[src/include/rv_macros.svh]
`ifndef RV_MACROS_SVH
`define RV_MACROS_SVH

// data path and pc width
`define RV_XLEN 32

// register address width and register count
`define RV_REG_AW 5
`define RV_NREGS 32

// sequential fetch increment
`define RV_PC_STEP 32'd4

`endif

[src/design/rv_pkg.sv]
`include "rv_macros.svh"

package rv_pkg;

    // kept major opcodes, RV32I encodings
    typedef enum logic [6:0] {
        OP_ILLEGAL = 7'b0000000,
        OP_R_TYPE  = 7'b0110011,
        OP_I_TYPE  = 7'b0010011,
        OP_LUI     = 7'b0110111,
        OP_AUIPC   = 7'b0010111,
        OP_JAL     = 7'b1101111,
        OP_JALR    = 7'b1100111,
        OP_BRANCH  = 7'b1100011
    } opcode_e;

    typedef enum logic [3:0] {
        ALU_ADD, ALU_SUB, ALU_AND, ALU_OR, ALU_XOR,
        ALU_SLL, ALU_SRL, ALU_SRA, ALU_SLT, ALU_SLTU
    } alu_op_e;

    // funct3 of the conditional branches
    typedef enum logic [2:0] {
        BR_BEQ  = 3'b000,
        BR_BNE  = 3'b001,
        BR_BLT  = 3'b100,
        BR_BGE  = 3'b101,
        BR_BLTU = 3'b110,
        BR_BGEU = 3'b111
    } branch_cond_e;

    typedef enum logic [1:0] {
        FETCH_START, FETCH_REQ, FETCH_WAIT, FETCH_HOLD
    } fetch_state_e;

    typedef struct packed {
        logic [31:0]         instr;
        logic [`RV_XLEN-1:0] pc;
    } fet_dec_t;

    typedef struct packed {
        opcode_e               opcode;
        logic [2:0]            funct3;
        logic                  funct7b5;
        logic [`RV_XLEN-1:0]   rs1_data;
        logic [`RV_XLEN-1:0]   rs2_data;
        logic [`RV_REG_AW-1:0] rd;
        logic [`RV_XLEN-1:0]   imm;
        logic [`RV_XLEN-1:0]   pc;
    } dec_exe_t;

    typedef struct packed {
        logic                  valid;
        logic [`RV_REG_AW-1:0] rd;
        logic [`RV_XLEN-1:0]   data;
    } wb_t;

    typedef struct packed {
        logic                taken;
        logic [`RV_XLEN-1:0] target;
    } redirect_t;

endpackage

[src/design/fetch_fsm.sv]
`timescale 1ns/1ps

module fetch_fsm (
    input  logic clk,
    input  logic rst_n,
    input  logic i_resp_valid,
    input  logic i_hold,
    input  logic i_resolved,
    input  logic i_dec_free,
    output logic o_req,
    output logic o_pc_step
);
    import rv_pkg::*;

    fetch_state_e state;
    fetch_state_e state_nxt;
    logic         handoff;

    // response taken by decode this cycle
    assign handoff = i_resp_valid && i_dec_free;

    always_ff @(posedge clk or negedge rst_n) begin
        if (!rst_n) begin
            state <= FETCH_START;
        end else begin
            state <= state_nxt;
        end
    end

    always_comb begin
        state_nxt = state;
        case (state)
            FETCH_START: state_nxt = FETCH_REQ;
            FETCH_REQ: begin
                // a transfer just entered decode, park until it resolves
                if (i_hold) begin
                    state_nxt = FETCH_HOLD;
                end else if (!handoff) begin
                    state_nxt = FETCH_WAIT;
                end
            end
            FETCH_WAIT: begin
                if (handoff) begin
                    state_nxt = FETCH_REQ;
                end
            end
            FETCH_HOLD: begin
                if (i_resolved) begin
                    state_nxt = FETCH_REQ;
                end
            end
            default: state_nxt = FETCH_START;
        endcase
    end

    assign o_req     = (state == FETCH_REQ) && !i_hold;
    // zero-delay response may land in the request cycle
    assign o_pc_step = handoff && (o_req || state == FETCH_WAIT);

endmodule

[src/design/pc_counter.sv]
`timescale 1ns/1ps
`include "rv_macros.svh"

module pc_counter (
    input  logic                clk,
    input  logic                rst_n,
    input  logic                i_step,
    input  rv_pkg::redirect_t   i_redirect,
    output logic [`RV_XLEN-1:0] o_pc
);

    // redirect wins over a sequential step
    always_ff @(posedge clk or negedge rst_n) begin
        if (!rst_n) begin
            o_pc <= '0;
        end else if (i_redirect.taken) begin
            o_pc <= i_redirect.target;
        end else if (i_step) begin
            o_pc <= o_pc + `RV_PC_STEP;
        end
    end

endmodule

[src/design/instr_decode.sv]
`timescale 1ns/1ps
`include "rv_macros.svh"

module instr_decode (
    input  logic [31:0]           i_instr,
    output rv_pkg::opcode_e       o_opcode,
    output logic [`RV_REG_AW-1:0] o_rs1,
    output logic [`RV_REG_AW-1:0] o_rs2,
    output logic [`RV_REG_AW-1:0] o_rd,
    output logic [2:0]            o_funct3,
    output logic                  o_funct7b5,
    output logic [`RV_XLEN-1:0]   o_imm,
    output logic                  o_ctrl_xfer
);
    import rv_pkg::*;

    logic [6:0] major;

    assign major      = i_instr[6:0];
    assign o_rd       = i_instr[11:7];
    assign o_funct3   = i_instr[14:12];
    assign o_rs1      = i_instr[19:15];
    assign o_rs2      = i_instr[24:20];
    assign o_funct7b5 = i_instr[30];

    // anything outside the kept set runs as a no-op
    always_comb begin
        if (major inside {OP_R_TYPE, OP_I_TYPE, OP_LUI, OP_AUIPC, OP_JAL, OP_JALR, OP_BRANCH}) begin
            o_opcode = opcode_e'(major);
        end else begin
            o_opcode = OP_ILLEGAL;
        end
    end

    always_comb begin
        case (o_opcode)
            OP_I_TYPE, OP_JALR: o_imm = {{20{i_instr[31]}}, i_instr[31:20]};
            OP_LUI, OP_AUIPC:   o_imm = {i_instr[31:12], 12'b0};
            OP_JAL: begin
                o_imm = {{12{i_instr[31]}}, i_instr[19:12], i_instr[20], i_instr[30:21], 1'b0};
            end
            OP_BRANCH: begin
                o_imm = {{20{i_instr[31]}}, i_instr[7], i_instr[30:25], i_instr[11:8], 1'b0};
            end
            default: o_imm = '0;
        endcase
    end

    assign o_ctrl_xfer = o_opcode inside {OP_JAL, OP_JALR, OP_BRANCH};

endmodule

[src/design/exec_unit.sv]
`timescale 1ns/1ps
`include "rv_macros.svh"

module exec_unit (
    input  logic              i_valid,
    input  rv_pkg::dec_exe_t  i_op,
    output rv_pkg::wb_t       o_wb,
    output rv_pkg::redirect_t o_redirect,
    output logic              o_resolved
);
    import rv_pkg::*;

    logic [`RV_XLEN-1:0] op_a;
    logic [`RV_XLEN-1:0] op_b;
    logic [`RV_XLEN-1:0] alu_res;
    logic [`RV_XLEN-1:0] pc_plus4;
    alu_op_e             alu_op;
    logic                is_jump;
    logic                writes_rd;
    logic                br_taken;

    // operand and operation select
    always_comb begin
        op_a   = i_op.rs1_data;
        op_b   = i_op.imm;
        alu_op = ALU_ADD;
        case (i_op.opcode)
            OP_R_TYPE, OP_I_TYPE: begin
                if (i_op.opcode == OP_R_TYPE) begin
                    op_b = i_op.rs2_data;
                end
                case (i_op.funct3)
                    3'b000:  alu_op = (i_op.opcode == OP_R_TYPE && i_op.funct7b5) ? ALU_SUB : ALU_ADD;
                    3'b001:  alu_op = ALU_SLL;
                    3'b010:  alu_op = ALU_SLT;
                    3'b011:  alu_op = ALU_SLTU;
                    3'b100:  alu_op = ALU_XOR;
                    3'b101:  alu_op = i_op.funct7b5 ? ALU_SRA : ALU_SRL;
                    3'b110:  alu_op = ALU_OR;
                    default: alu_op = ALU_AND;
                endcase
            end
            OP_BRANCH: begin
                op_b = i_op.rs2_data;
                case (branch_cond_e'(i_op.funct3))
                    BR_BLT, BR_BGE:   alu_op = ALU_SLT;
                    BR_BLTU, BR_BGEU: alu_op = ALU_SLTU;
                    default:          alu_op = ALU_SUB;
                endcase
            end
            OP_LUI:           op_a = '0;
            OP_AUIPC, OP_JAL: op_a = i_op.pc;
            default:          op_a = i_op.rs1_data;
        endcase
    end

    always_comb begin
        case (alu_op)
            ALU_SUB:  alu_res = op_a - op_b;
            ALU_AND:  alu_res = op_a & op_b;
            ALU_OR:   alu_res = op_a | op_b;
            ALU_XOR:  alu_res = op_a ^ op_b;
            ALU_SLL:  alu_res = op_a << op_b[4:0];
            ALU_SRL:  alu_res = op_a >> op_b[4:0];
            ALU_SRA:  alu_res = $signed(op_a) >>> op_b[4:0];
            ALU_SLT:  alu_res = {{(`RV_XLEN-1){1'b0}}, $signed(op_a) < $signed(op_b)};
            ALU_SLTU: alu_res = {{(`RV_XLEN-1){1'b0}}, op_a < op_b};
            default:  alu_res = op_a + op_b;
        endcase
    end

    // ge forms are the inverse of the lt compare
    always_comb begin
        case (branch_cond_e'(i_op.funct3))
            BR_BEQ:          br_taken = (alu_res == '0);
            BR_BNE:          br_taken = (alu_res != '0);
            BR_BLT, BR_BLTU: br_taken = alu_res[0];
            BR_BGE, BR_BGEU: br_taken = !alu_res[0];
            default:         br_taken = 1'b0;
        endcase
    end

    assign pc_plus4  = i_op.pc + `RV_PC_STEP;
    assign is_jump   = i_op.opcode inside {OP_JAL, OP_JALR};
    assign writes_rd = i_op.opcode inside {OP_R_TYPE, OP_I_TYPE, OP_LUI, OP_AUIPC, OP_JAL, OP_JALR};

    assign o_resolved        = i_valid && (is_jump || i_op.opcode == OP_BRANCH);
    assign o_redirect.taken  = o_resolved && (is_jump || br_taken);
    // jalr target is rs1 + imm with bit 0 dropped
    assign o_redirect.target = (i_op.opcode == OP_JALR) ? {alu_res[`RV_XLEN-1:1], 1'b0}
                                                        : i_op.pc + i_op.imm;

    assign o_wb.valid = i_valid && writes_rd && (i_op.rd != '0);
    assign o_wb.rd    = i_op.rd;
    assign o_wb.data  = is_jump ? pc_plus4 : alu_res;

endmodule

[src/design/reg_file.sv]
`timescale 1ns/1ps
`include "rv_macros.svh"

module reg_file (
    input  logic                  clk,
    input  logic                  rst_n,
    input  logic [`RV_REG_AW-1:0] i_rs1,
    input  logic [`RV_REG_AW-1:0] i_rs2,
    input  rv_pkg::wb_t           i_wb,
    output logic [`RV_XLEN-1:0]   o_rs1_data,
    output logic [`RV_XLEN-1:0]   o_rs2_data
);

    logic [`RV_XLEN-1:0] regs [`RV_NREGS];

    always_ff @(posedge clk or negedge rst_n) begin
        if (!rst_n) begin
            for (int i = 0; i < `RV_NREGS; i++) begin
                regs[i] <= '0;
            end
        end else if (i_wb.valid && i_wb.rd != '0) begin
            regs[i_wb.rd] <= i_wb.data;
        end
    end

    // no write bypass, reader waits a cycle
    assign o_rs1_data = (i_rs1 == '0) ? '0 : regs[i_rs1];
    assign o_rs2_data = (i_rs2 == '0) ? '0 : regs[i_rs2];

endmodule

[src/design/rv_ctrl_top.sv]
`timescale 1ns/1ps
`include "rv_macros.svh"

module rv_ctrl_top (
    input  logic                clk,
    input  logic                rst_n,
    input  logic                i_imem_valid,
    input  logic [31:0]         i_imem_rdata,
    output logic                o_imem_req,
    output logic [`RV_XLEN-1:0] o_imem_addr,
    output rv_pkg::wb_t         o_wb
);
    import rv_pkg::*;

    logic                  fet_pend;
    logic [31:0]           fet_buf;
    logic                  fet_valid;
    logic [`RV_XLEN-1:0]   pc;
    fet_dec_t              fet_dec_d;
    fet_dec_t              fet_dec_q;
    logic                  dec_busy;
    logic                  dec_wait;
    logic                  dec_valid;
    logic                  dec_ready;
    opcode_e               dec_opcode;
    logic [`RV_REG_AW-1:0] dec_rs1;
    logic [`RV_REG_AW-1:0] dec_rs2;
    logic [`RV_REG_AW-1:0] dec_rd;
    logic [2:0]            dec_funct3;
    logic                  dec_funct7b5;
    logic [`RV_XLEN-1:0]   dec_imm;
    logic                  dec_ctrl_xfer;
    logic [`RV_XLEN-1:0]   rs1_data;
    logic [`RV_XLEN-1:0]   rs2_data;
    dec_exe_t              dec_exe_d;
    dec_exe_t              dec_exe_q;
    logic                  exe_valid;
    wb_t                   exe_wb;
    redirect_t             exe_redirect;
    logic                  exe_resolved;
    logic                  fet_dec_we;
    logic                  dec_exe_we;
    logic                  pc_step;

    // fetch stage valid, response kept while decode is busy
    assign fet_valid = i_imem_valid || fet_pend;

    always_ff @(posedge clk or negedge rst_n) begin
        if (!rst_n) begin
            fet_pend <= 1'b0;
        end else if (fet_dec_we) begin
            fet_pend <= 1'b0;
        end else if (i_imem_valid) begin
            fet_pend <= 1'b1;
        end
    end

    always_ff @(posedge clk) begin
        if (i_imem_valid) begin
            fet_buf <= i_imem_rdata;
        end
    end

    // handoff enables
    assign dec_ready  = !dec_busy || dec_exe_we;
    assign fet_dec_we = fet_valid && dec_ready;
    // execute never back-pressures
    assign dec_exe_we = dec_valid;

    assign fet_dec_d.instr = fet_pend ? fet_buf : i_imem_rdata;
    assign fet_dec_d.pc    = pc;

    always_ff @(posedge clk) begin
        if (fet_dec_we) begin
            fet_dec_q <= fet_dec_d;
        end
    end

    always_ff @(posedge clk or negedge rst_n) begin
        if (!rst_n) begin
            dec_busy <= 1'b0;
        end else if (fet_dec_we) begin
            dec_busy <= 1'b1;
        end else if (dec_exe_we) begin
            dec_busy <= 1'b0;
        end
    end

    // raw hazard on the instruction writing back this cycle
    assign dec_wait  = exe_wb.valid && (exe_wb.rd == dec_rs1 || exe_wb.rd == dec_rs2);
    assign dec_valid = dec_busy && !dec_wait;

    assign dec_exe_d.opcode   = dec_opcode;
    assign dec_exe_d.funct3   = dec_funct3;
    assign dec_exe_d.funct7b5 = dec_funct7b5;
    assign dec_exe_d.rs1_data = rs1_data;
    assign dec_exe_d.rs2_data = rs2_data;
    assign dec_exe_d.rd       = dec_rd;
    assign dec_exe_d.imm      = dec_imm;
    assign dec_exe_d.pc       = fet_dec_q.pc;

    always_ff @(posedge clk) begin
        if (dec_exe_we) begin
            dec_exe_q <= dec_exe_d;
        end
    end

    always_ff @(posedge clk or negedge rst_n) begin
        if (!rst_n) begin
            exe_valid <= 1'b0;
        end else begin
            exe_valid <= dec_exe_we;
        end
    end

    fetch_fsm u_fetch_fsm (
        .clk          (clk),
        .rst_n        (rst_n),
        .i_resp_valid (fet_valid),
        .i_hold       (dec_busy && dec_ctrl_xfer),
        .i_resolved   (exe_resolved),
        .i_dec_free   (dec_ready),
        .o_req        (o_imem_req),
        .o_pc_step    (pc_step)
    );

    pc_counter u_pc_counter (
        .clk        (clk),
        .rst_n      (rst_n),
        .i_step     (pc_step),
        .i_redirect (exe_redirect),
        .o_pc       (pc)
    );

    instr_decode u_instr_decode (
        .i_instr     (fet_dec_q.instr),
        .o_opcode    (dec_opcode),
        .o_rs1       (dec_rs1),
        .o_rs2       (dec_rs2),
        .o_rd        (dec_rd),
        .o_funct3    (dec_funct3),
        .o_funct7b5  (dec_funct7b5),
        .o_imm       (dec_imm),
        .o_ctrl_xfer (dec_ctrl_xfer)
    );

    exec_unit u_exec_unit (
        .i_valid    (exe_valid),
        .i_op       (dec_exe_q),
        .o_wb       (exe_wb),
        .o_redirect (exe_redirect),
        .o_resolved (exe_resolved)
    );

    reg_file u_reg_file (
        .clk        (clk),
        .rst_n      (rst_n),
        .i_rs1      (dec_rs1),
        .i_rs2      (dec_rs2),
        .i_wb       (exe_wb),
        .o_rs1_data (rs1_data),
        .o_rs2_data (rs2_data)
    );

    assign o_imem_addr = pc;
    assign o_wb        = exe_wb;

endmodule

[config.mk]
export PLATFORM = sky130hd
export DESIGN_NAME = rv_ctrl_top
export DESIGN_NICKNAME = d
export VERILOG_FILES = /design/src/design/rv_pkg.sv /design/src/design/fetch_fsm.sv /design/src/design/pc_counter.sv /design/src/design/instr_decode.sv /design/src/design/exec_unit.sv /design/src/design/reg_file.sv /design/src/design/rv_ctrl_top.sv
export VERILOG_INCLUDE_DIRS = /design/src /design/src/include
export SDC_FILE = /design/constraint.sdc
export NUM_CORES = 2
export LEC_CHECK = 0
export BUFFER_PORTS_ARGS = -buffer_cell sky130_fd_sc_hd__buf_2
export CELL_PAD_IN_SITES_DETAIL_PLACEMENT = 2
export CELL_PAD_IN_SITES_GLOBAL_PLACEMENT = 2
export CORE_MARGIN = 2
export CORE_UTILIZATION = 25
export DETAILED_ROUTE_END_ITERATION = 10
export PLACE_DENSITY = 0.47
export SYNTH_ARGS = -nofsm -noshare
export SYNTH_HDL_FRONTEND = slang
export SYNTH_HIERARCHICAL = 1
export SYNTH_SLANG_ARGS = --single-unit
[constraint.sdc]
create_clock -name clk -period 8.75 [get_ports clk]
set_input_delay 1.75 -clock clk [delete_from_list [all_inputs] [get_ports clk]]
set_output_delay 1.75 -clock clk [all_outputs]
set_load 0.05 [all_outputs]
## Word-level counts from Yosys, hierarchy flattened

Cells that the tools add are included.

| word-level totals | value |
|---|---|
| flip-flop bits (word level) | 1301 |
| output and inout bits | 71 |
| word-level logic and storage cells | 193 |
| input port bits | 35 |

| cells by class | value |
|---|---|
| $add $sub $neg | 5 |
| mux-type cells | 35 |
| bitwise gates (word level) | 6 |
| order comparisons | 6 |
| shifts and indexed selects | 3 |
| reduce and logical (&&, ||, !) cells | 46 |
| eq/ne operators | 44 |

Operators by type and width:

| operator | count |
|---|---|
| $bwmux 1024 | 1 |
| $mux 32 | 11 |
| $bmux 32 s5 | 2 |
| $pmux 32 s9 | 1 |
| $demux 32 s5 | 1 |
| $pmux 32 s2 | 2 |
| $pmux 32 s4 | 1 |
| $add 32x3->32 const B | 2 |
| $add 32x32->32 | 2 |
| $lt 32x32->1 | 2 |
| $eq 7x7->1 const B | 9 |
| $eq 7x5->1 const B | 6 |
| $eq 7x6->1 const B | 5 |
| $and 32x32->32 | 1 |
| $logic_not 32->1 | 1 |
| $or 32x32->32 | 1 |
| $reduce_bool 32->1 | 1 |
| $shl 32x5->32 | 1 |
| $shr 32x5->32 | 1 |
| $sshr 32x5->32 | 1 |
| $sub 32x32->32 | 1 |
| $xor 32x32->32 | 1 |
| $pmux 4 s7 | 1 |
| $ge 6x6->1 const B | 3 |
| 33 further kinds | 87 |

## Longest topological paths before layout

| logic depth | value |
|---|---|
| depth after elaboration | 12 |
| depth in mapped cells | 30 |

## Cells and area by module

Netlist, hierarchy kept.

Modules (own cells, without submodules):

| module | seq. area each (µm²) | cells an instance | instances | area an instance (µm²) |
|---|---|---|---|---|
| reg_file | 25624.6 | 3649 | 1 | 54262.0 |
| exec_unit | 0.0 | 2090 | 1 | 13529.2 |
| rv_ctrl_top | 7282.0 | 301 | 1 | 7827.5 |
| pc_counter | 800.8 | 200 | 1 | 1820.5 |
| instr_decode | 0.0 | 89 | 1 | 659.4 |
| fetch_fsm | 50.0 | 13 | 1 | 108.9 |

## Least setup slack after synthesis

Ideal clock, no wire load.

| timing | value |
|---|---|
| path kind | register to register |
| from | register dec_exe_q[138] (netlist name) |
| to | register exe_valid |
| data required time | 7.959 ns |
| setup slack | -0.367 ns |
| cell stages (with the launch flop) | 10 |
| data arrival time | 8.326 ns |
| clock period less this slack | 9.117 ns |
| cells stage by stage | edfxtp_1 > and3_1 > clkbuf_1 > nand2_1 > clkbuf_1 > o21ai_0 > o311a_1 > nand3_1 > o22ai_2 > nor2b_1 |

RTL lines:

| what | RTL line | text |
|---|---|---|
| start: declaration | rv_ctrl_top.sv:36 | `dec_exe_t dec_exe_q;` |
| start signal: assignment | rv_ctrl_top.sv:104 | `dec_exe_q <= dec_exe_d;` |
| end signal: assignment | rv_ctrl_top.sv:112 | `exe_valid <= dec_exe_we;` |
| end: declaration | rv_ctrl_top.sv:37 | `logic exe_valid;` |

==> reports/metrics.yaml <==
placed_design:
  gp_congestion: 0.931
  place_hpwl_um: 266000
  post-place-ws_ns: 0.280
  numPortBuffers: 105
  dp.cells: 10200
logic_synthesis:
  syn_nets: 6510
  synth-xor-area-share_pct: 1.11
  ys_seq_area_share_pct: 43.2
  synthAdderAreaFrac_pct: 2.16
  synth_compound_area_share_pct: 11.1
  synth_edf_count: 240
  muxShareOfSynthArea_pct: 31.7
  netlist_instances: 6342
  synth_ff_type: "dfrtp_1"
  postSynth.asyncResetShare_pct: 81.6
  yosysWarnings: 6
  synthSimpleGateAreaFrac_pct: 6.53
  avgSynthCellArea_sq_um: 12.3
  yosys_register_bits: 1301
  synthesis.area_sq_um: 78200
  ys_types: 110
  synth_top_family_by_area: "multiplexers"
layout:
  syn_to_final_growth_pct: 15.1
  post-route-util_pct: 28.9
  drive_gt1_share_pct: 36.8
  final_common_cell: "mux2_2"
  final_cell_mix: "1096 x mux2_2, 1061 x dfrtp_1, 414 x mux4_2, 304 x mux2i_1, 280 x buf_4"
  finalNonFillerCells: 10600
  finalNetCount: 6461
detailed_routing:
  detail_route.iter0.violations: 4444
  viasPerCell: 5.55
  num_vias: 58700
  ant_nets: 0
  routed_wl_um: 392000
  drtPass1Iterations: 6
  wl_per_cell_um: 37.1
  post-route-drc-count: 0
floorplanning:
  io_pins: 106
  fp.dieH_um: 563
  die-area_sq_um: 317000
  coreArea_sq_um: 312000
  die_w_um: 563
  placementRows: 205
  start_util_pct: 25.1
sta:
  setup_violations: 0
  hold_viol: 0
  finalCritPeriodShare_pct: 98.1
  max_freq_mhz: 117
  drv_slew: 2
  period_needed_ns: 8.58
  tightest_slew_ns: 1.54
  timing.final.ws_setup_ns: 0.170
  finalClockSkew_ns: 0.113
  tns_ns: 0
  maxSlewHeadroom_pct: -3.32
critical_path:
  cp-start-kind: "register"
  worstPathMaxFanout: 47
  crit_arrival_ns: 6.83
  required_ns: 7.00
  worstSetupPathType: "register to output pin"
  cp-end-kind: "output pin"
global_route:
  grt_pass1_wl_um: 546000
  grt_max_degree: 165
  grt_pass1_vias: 63200
  grt_usage_pct: 24.4
  grt.overflow.total: 0
  antenna_found_initial: 40
power:
  finalPower_mw: 16.6
  p_leak_nw: 38.6
  ir_drop_mv: 0.151
  power.density_nw_per_um2: 184
cts:
  clock_sinks: 1301
  clkSlewWorstSetupHoldPaths_ns: 0.05
  cts_max_path_buffers: 4
  clk_latency_ns: 0.88
  cts-buffers-inserted: 169
  htree_levels: 4
  cts_root_buf: "clkbuf_16"
  cts_tree: "built"
flow_run:
  drv_cap: 1
worst_hold_path:
  hold_path.class: "register to register"
status:
  status: "complete, but fails checks"
  violations: "capacitance limit, slew limit"
[power by group]
group	switching, mW	internal [mW]	leakage (nW)	total (mW)
Sequential	0.273	6.39	17.1	6.67
Combinational	2.11	0.808	18.8	2.92
Clock	2.88	4.13	2.69	7.01
Total	5.27	11.3	38.6	16.6
[sequential cells by signal, summed over array words and instances (netlist names), 2 cells and up]
register	cells
u_pc_counter/o_pc	32
fet_dec_q	32
u_reg_file/regs	1024
u_fetch_fsm/state	2
dec_exe_d	32
fet_buf	32
dec_exe_q	144
[critical path, stage by stage (launching register included)]
cell and delay [ns]:
edfxtp_1 0.54, nand4b_1 0.18, buf_4 0.19, a21o_4 0.31
buf_4 0.56, a21o_1 0.32, ha_1 0.40, o41ai_1 1.14
a31oi_4 0.23, nor4_2 0.43, o41a_1 0.26, a21oi_1 0.11
o221a_2 0.25, o21ai_0 0.25, nor2_1 0.11, a21oi_4 0.33
clkbuf_4 0.35
[path summary, 6_finish.rpt]
check,startpoint,end,slack [ns],depth (start not counted)
max,dec_exe_q[141]$_DFFE_PP_,o_wb[29],0.17,16
min,u_reg_file/regs[995]$_DFFE_PN0P_,u_reg_file/regs[995]$_DFFE_PN0P_,0.40,0
max reg2reg,dec_exe_q[140]$_DFFE_PP_,u_pc_counter/o_pc[22]$_DFFE_PN0N_,1.19,22
min reg2reg,u_reg_file/regs[995]$_DFFE_PN0P_,u_reg_file/regs[995]$_DFFE_PN0P_,0.40,0
max in group asynchronous,rst_n,u_reg_file/regs[900]$_DFFE_PN0P_,5.95,3
min in group asynchronous,rst_n,u_reg_file/regs[508]$_DFFE_PN0P_,0.92,1
[metal layers]
layer	vias up	routed length, um	global-route usage (%)
li1	24300	-	-
met1	32300	176000	32.8
met2	1436	186000	40.4
met3	570	13100	2.39
met4	10	17200	9.62
met5	-	65	0
[synthesized netlist by cell type, drive strengths merged, types with 24 or more instances]
| master | n | area share [%] |
|---|---|---|
| nor2b | 59 | 0.47 |
| mux2i | 306 | 3.9 |
| nor3 | 114 | 0.73 |
| nand2 | 248 | 1.2 |
| dfrtp | 1061 | 34 |
| xor2 | 27 | 0.31 |
| mux4 | 414 | 12 |
| o22ai | 64 | 0.52 |
| nor4 | 38 | 0.34 |
| ha | 130 | 2.1 |
| a22oi | 94 | 0.93 |
| a21oi | 230 | 1.5 |
| a21o | 38 | 0.38 |
| a2111oi | 50 | 0.66 |
| or3 | 28 | 0.22 |
| o21ai | 197 | 1.3 |
| o211ai | 45 | 0.43 |
| a211oi | 105 | 1.0 |
| clkbuf | 344 | 1.7 |
| nand3 | 82 | 0.53 |
| edfxtp | 240 | 9.2 |
| inv | 125 | 0.60 |
| o221ai | 34 | 0.38 |
| mux2 | 1101 | 16 |
| and3 | 24 | 0.19 |
| a31oi | 44 | 0.35 |
| buf | 284 | 2.0 |
| nand4 | 45 | 0.38 |
| nor2 | 213 | 1.0 |
| a22o | 57 | 0.64 |
| xnor2 | 71 | 0.80 |
| nand2b | 24 | 0.19 |
| o31ai | 46 | 0.45 |
| and2 | 40 | 0.32 |
[cell families after synthesis]
kind of cell             after synthesis
adder cells (fa/ha/maj)              133
multiplexers                        1821
XOR/XNOR                              98
buffers and inverters                757
AND/OR/NAND/NOR                     1004
AO/OA/AOI/OAI                       1228
flip-flops                          1301
[stage by stage]
stage / instance area (sq um) / hold slack, ns
6_report: 90000 / 0.402
4_1_cts: 89800 / 0.402
5_1_grt: 90000 / 0.415
3_3_place_gp: 84200 / 0.383
3_5_place_dp: 84200 / 0.390
2_1_floorplan: 78200 / 0.400
[final cells by class]
class                      instances  area, sq um
antenna                           10         25.0
clock buffer                     256         5020
clock inverter                    41          433
fill                           32900       222000
inverter                         129          484
multi-input combinational       4284        42000
sequential                      1301        33800
tap                             4140         5180
timing repair buffer             408         3090
[what timing repair did]
item                                   4_1_cts  5_1_grt
setup buffers                               10        5
endpoints found under the hold margin        0        0
hold buffers                                 0        0
pin swaps                                    4        4
setup endpoints to repair                   11       11
cloned                                       0        0
gates resized for setup                     18       25
(Power assumes the default switching activity.)
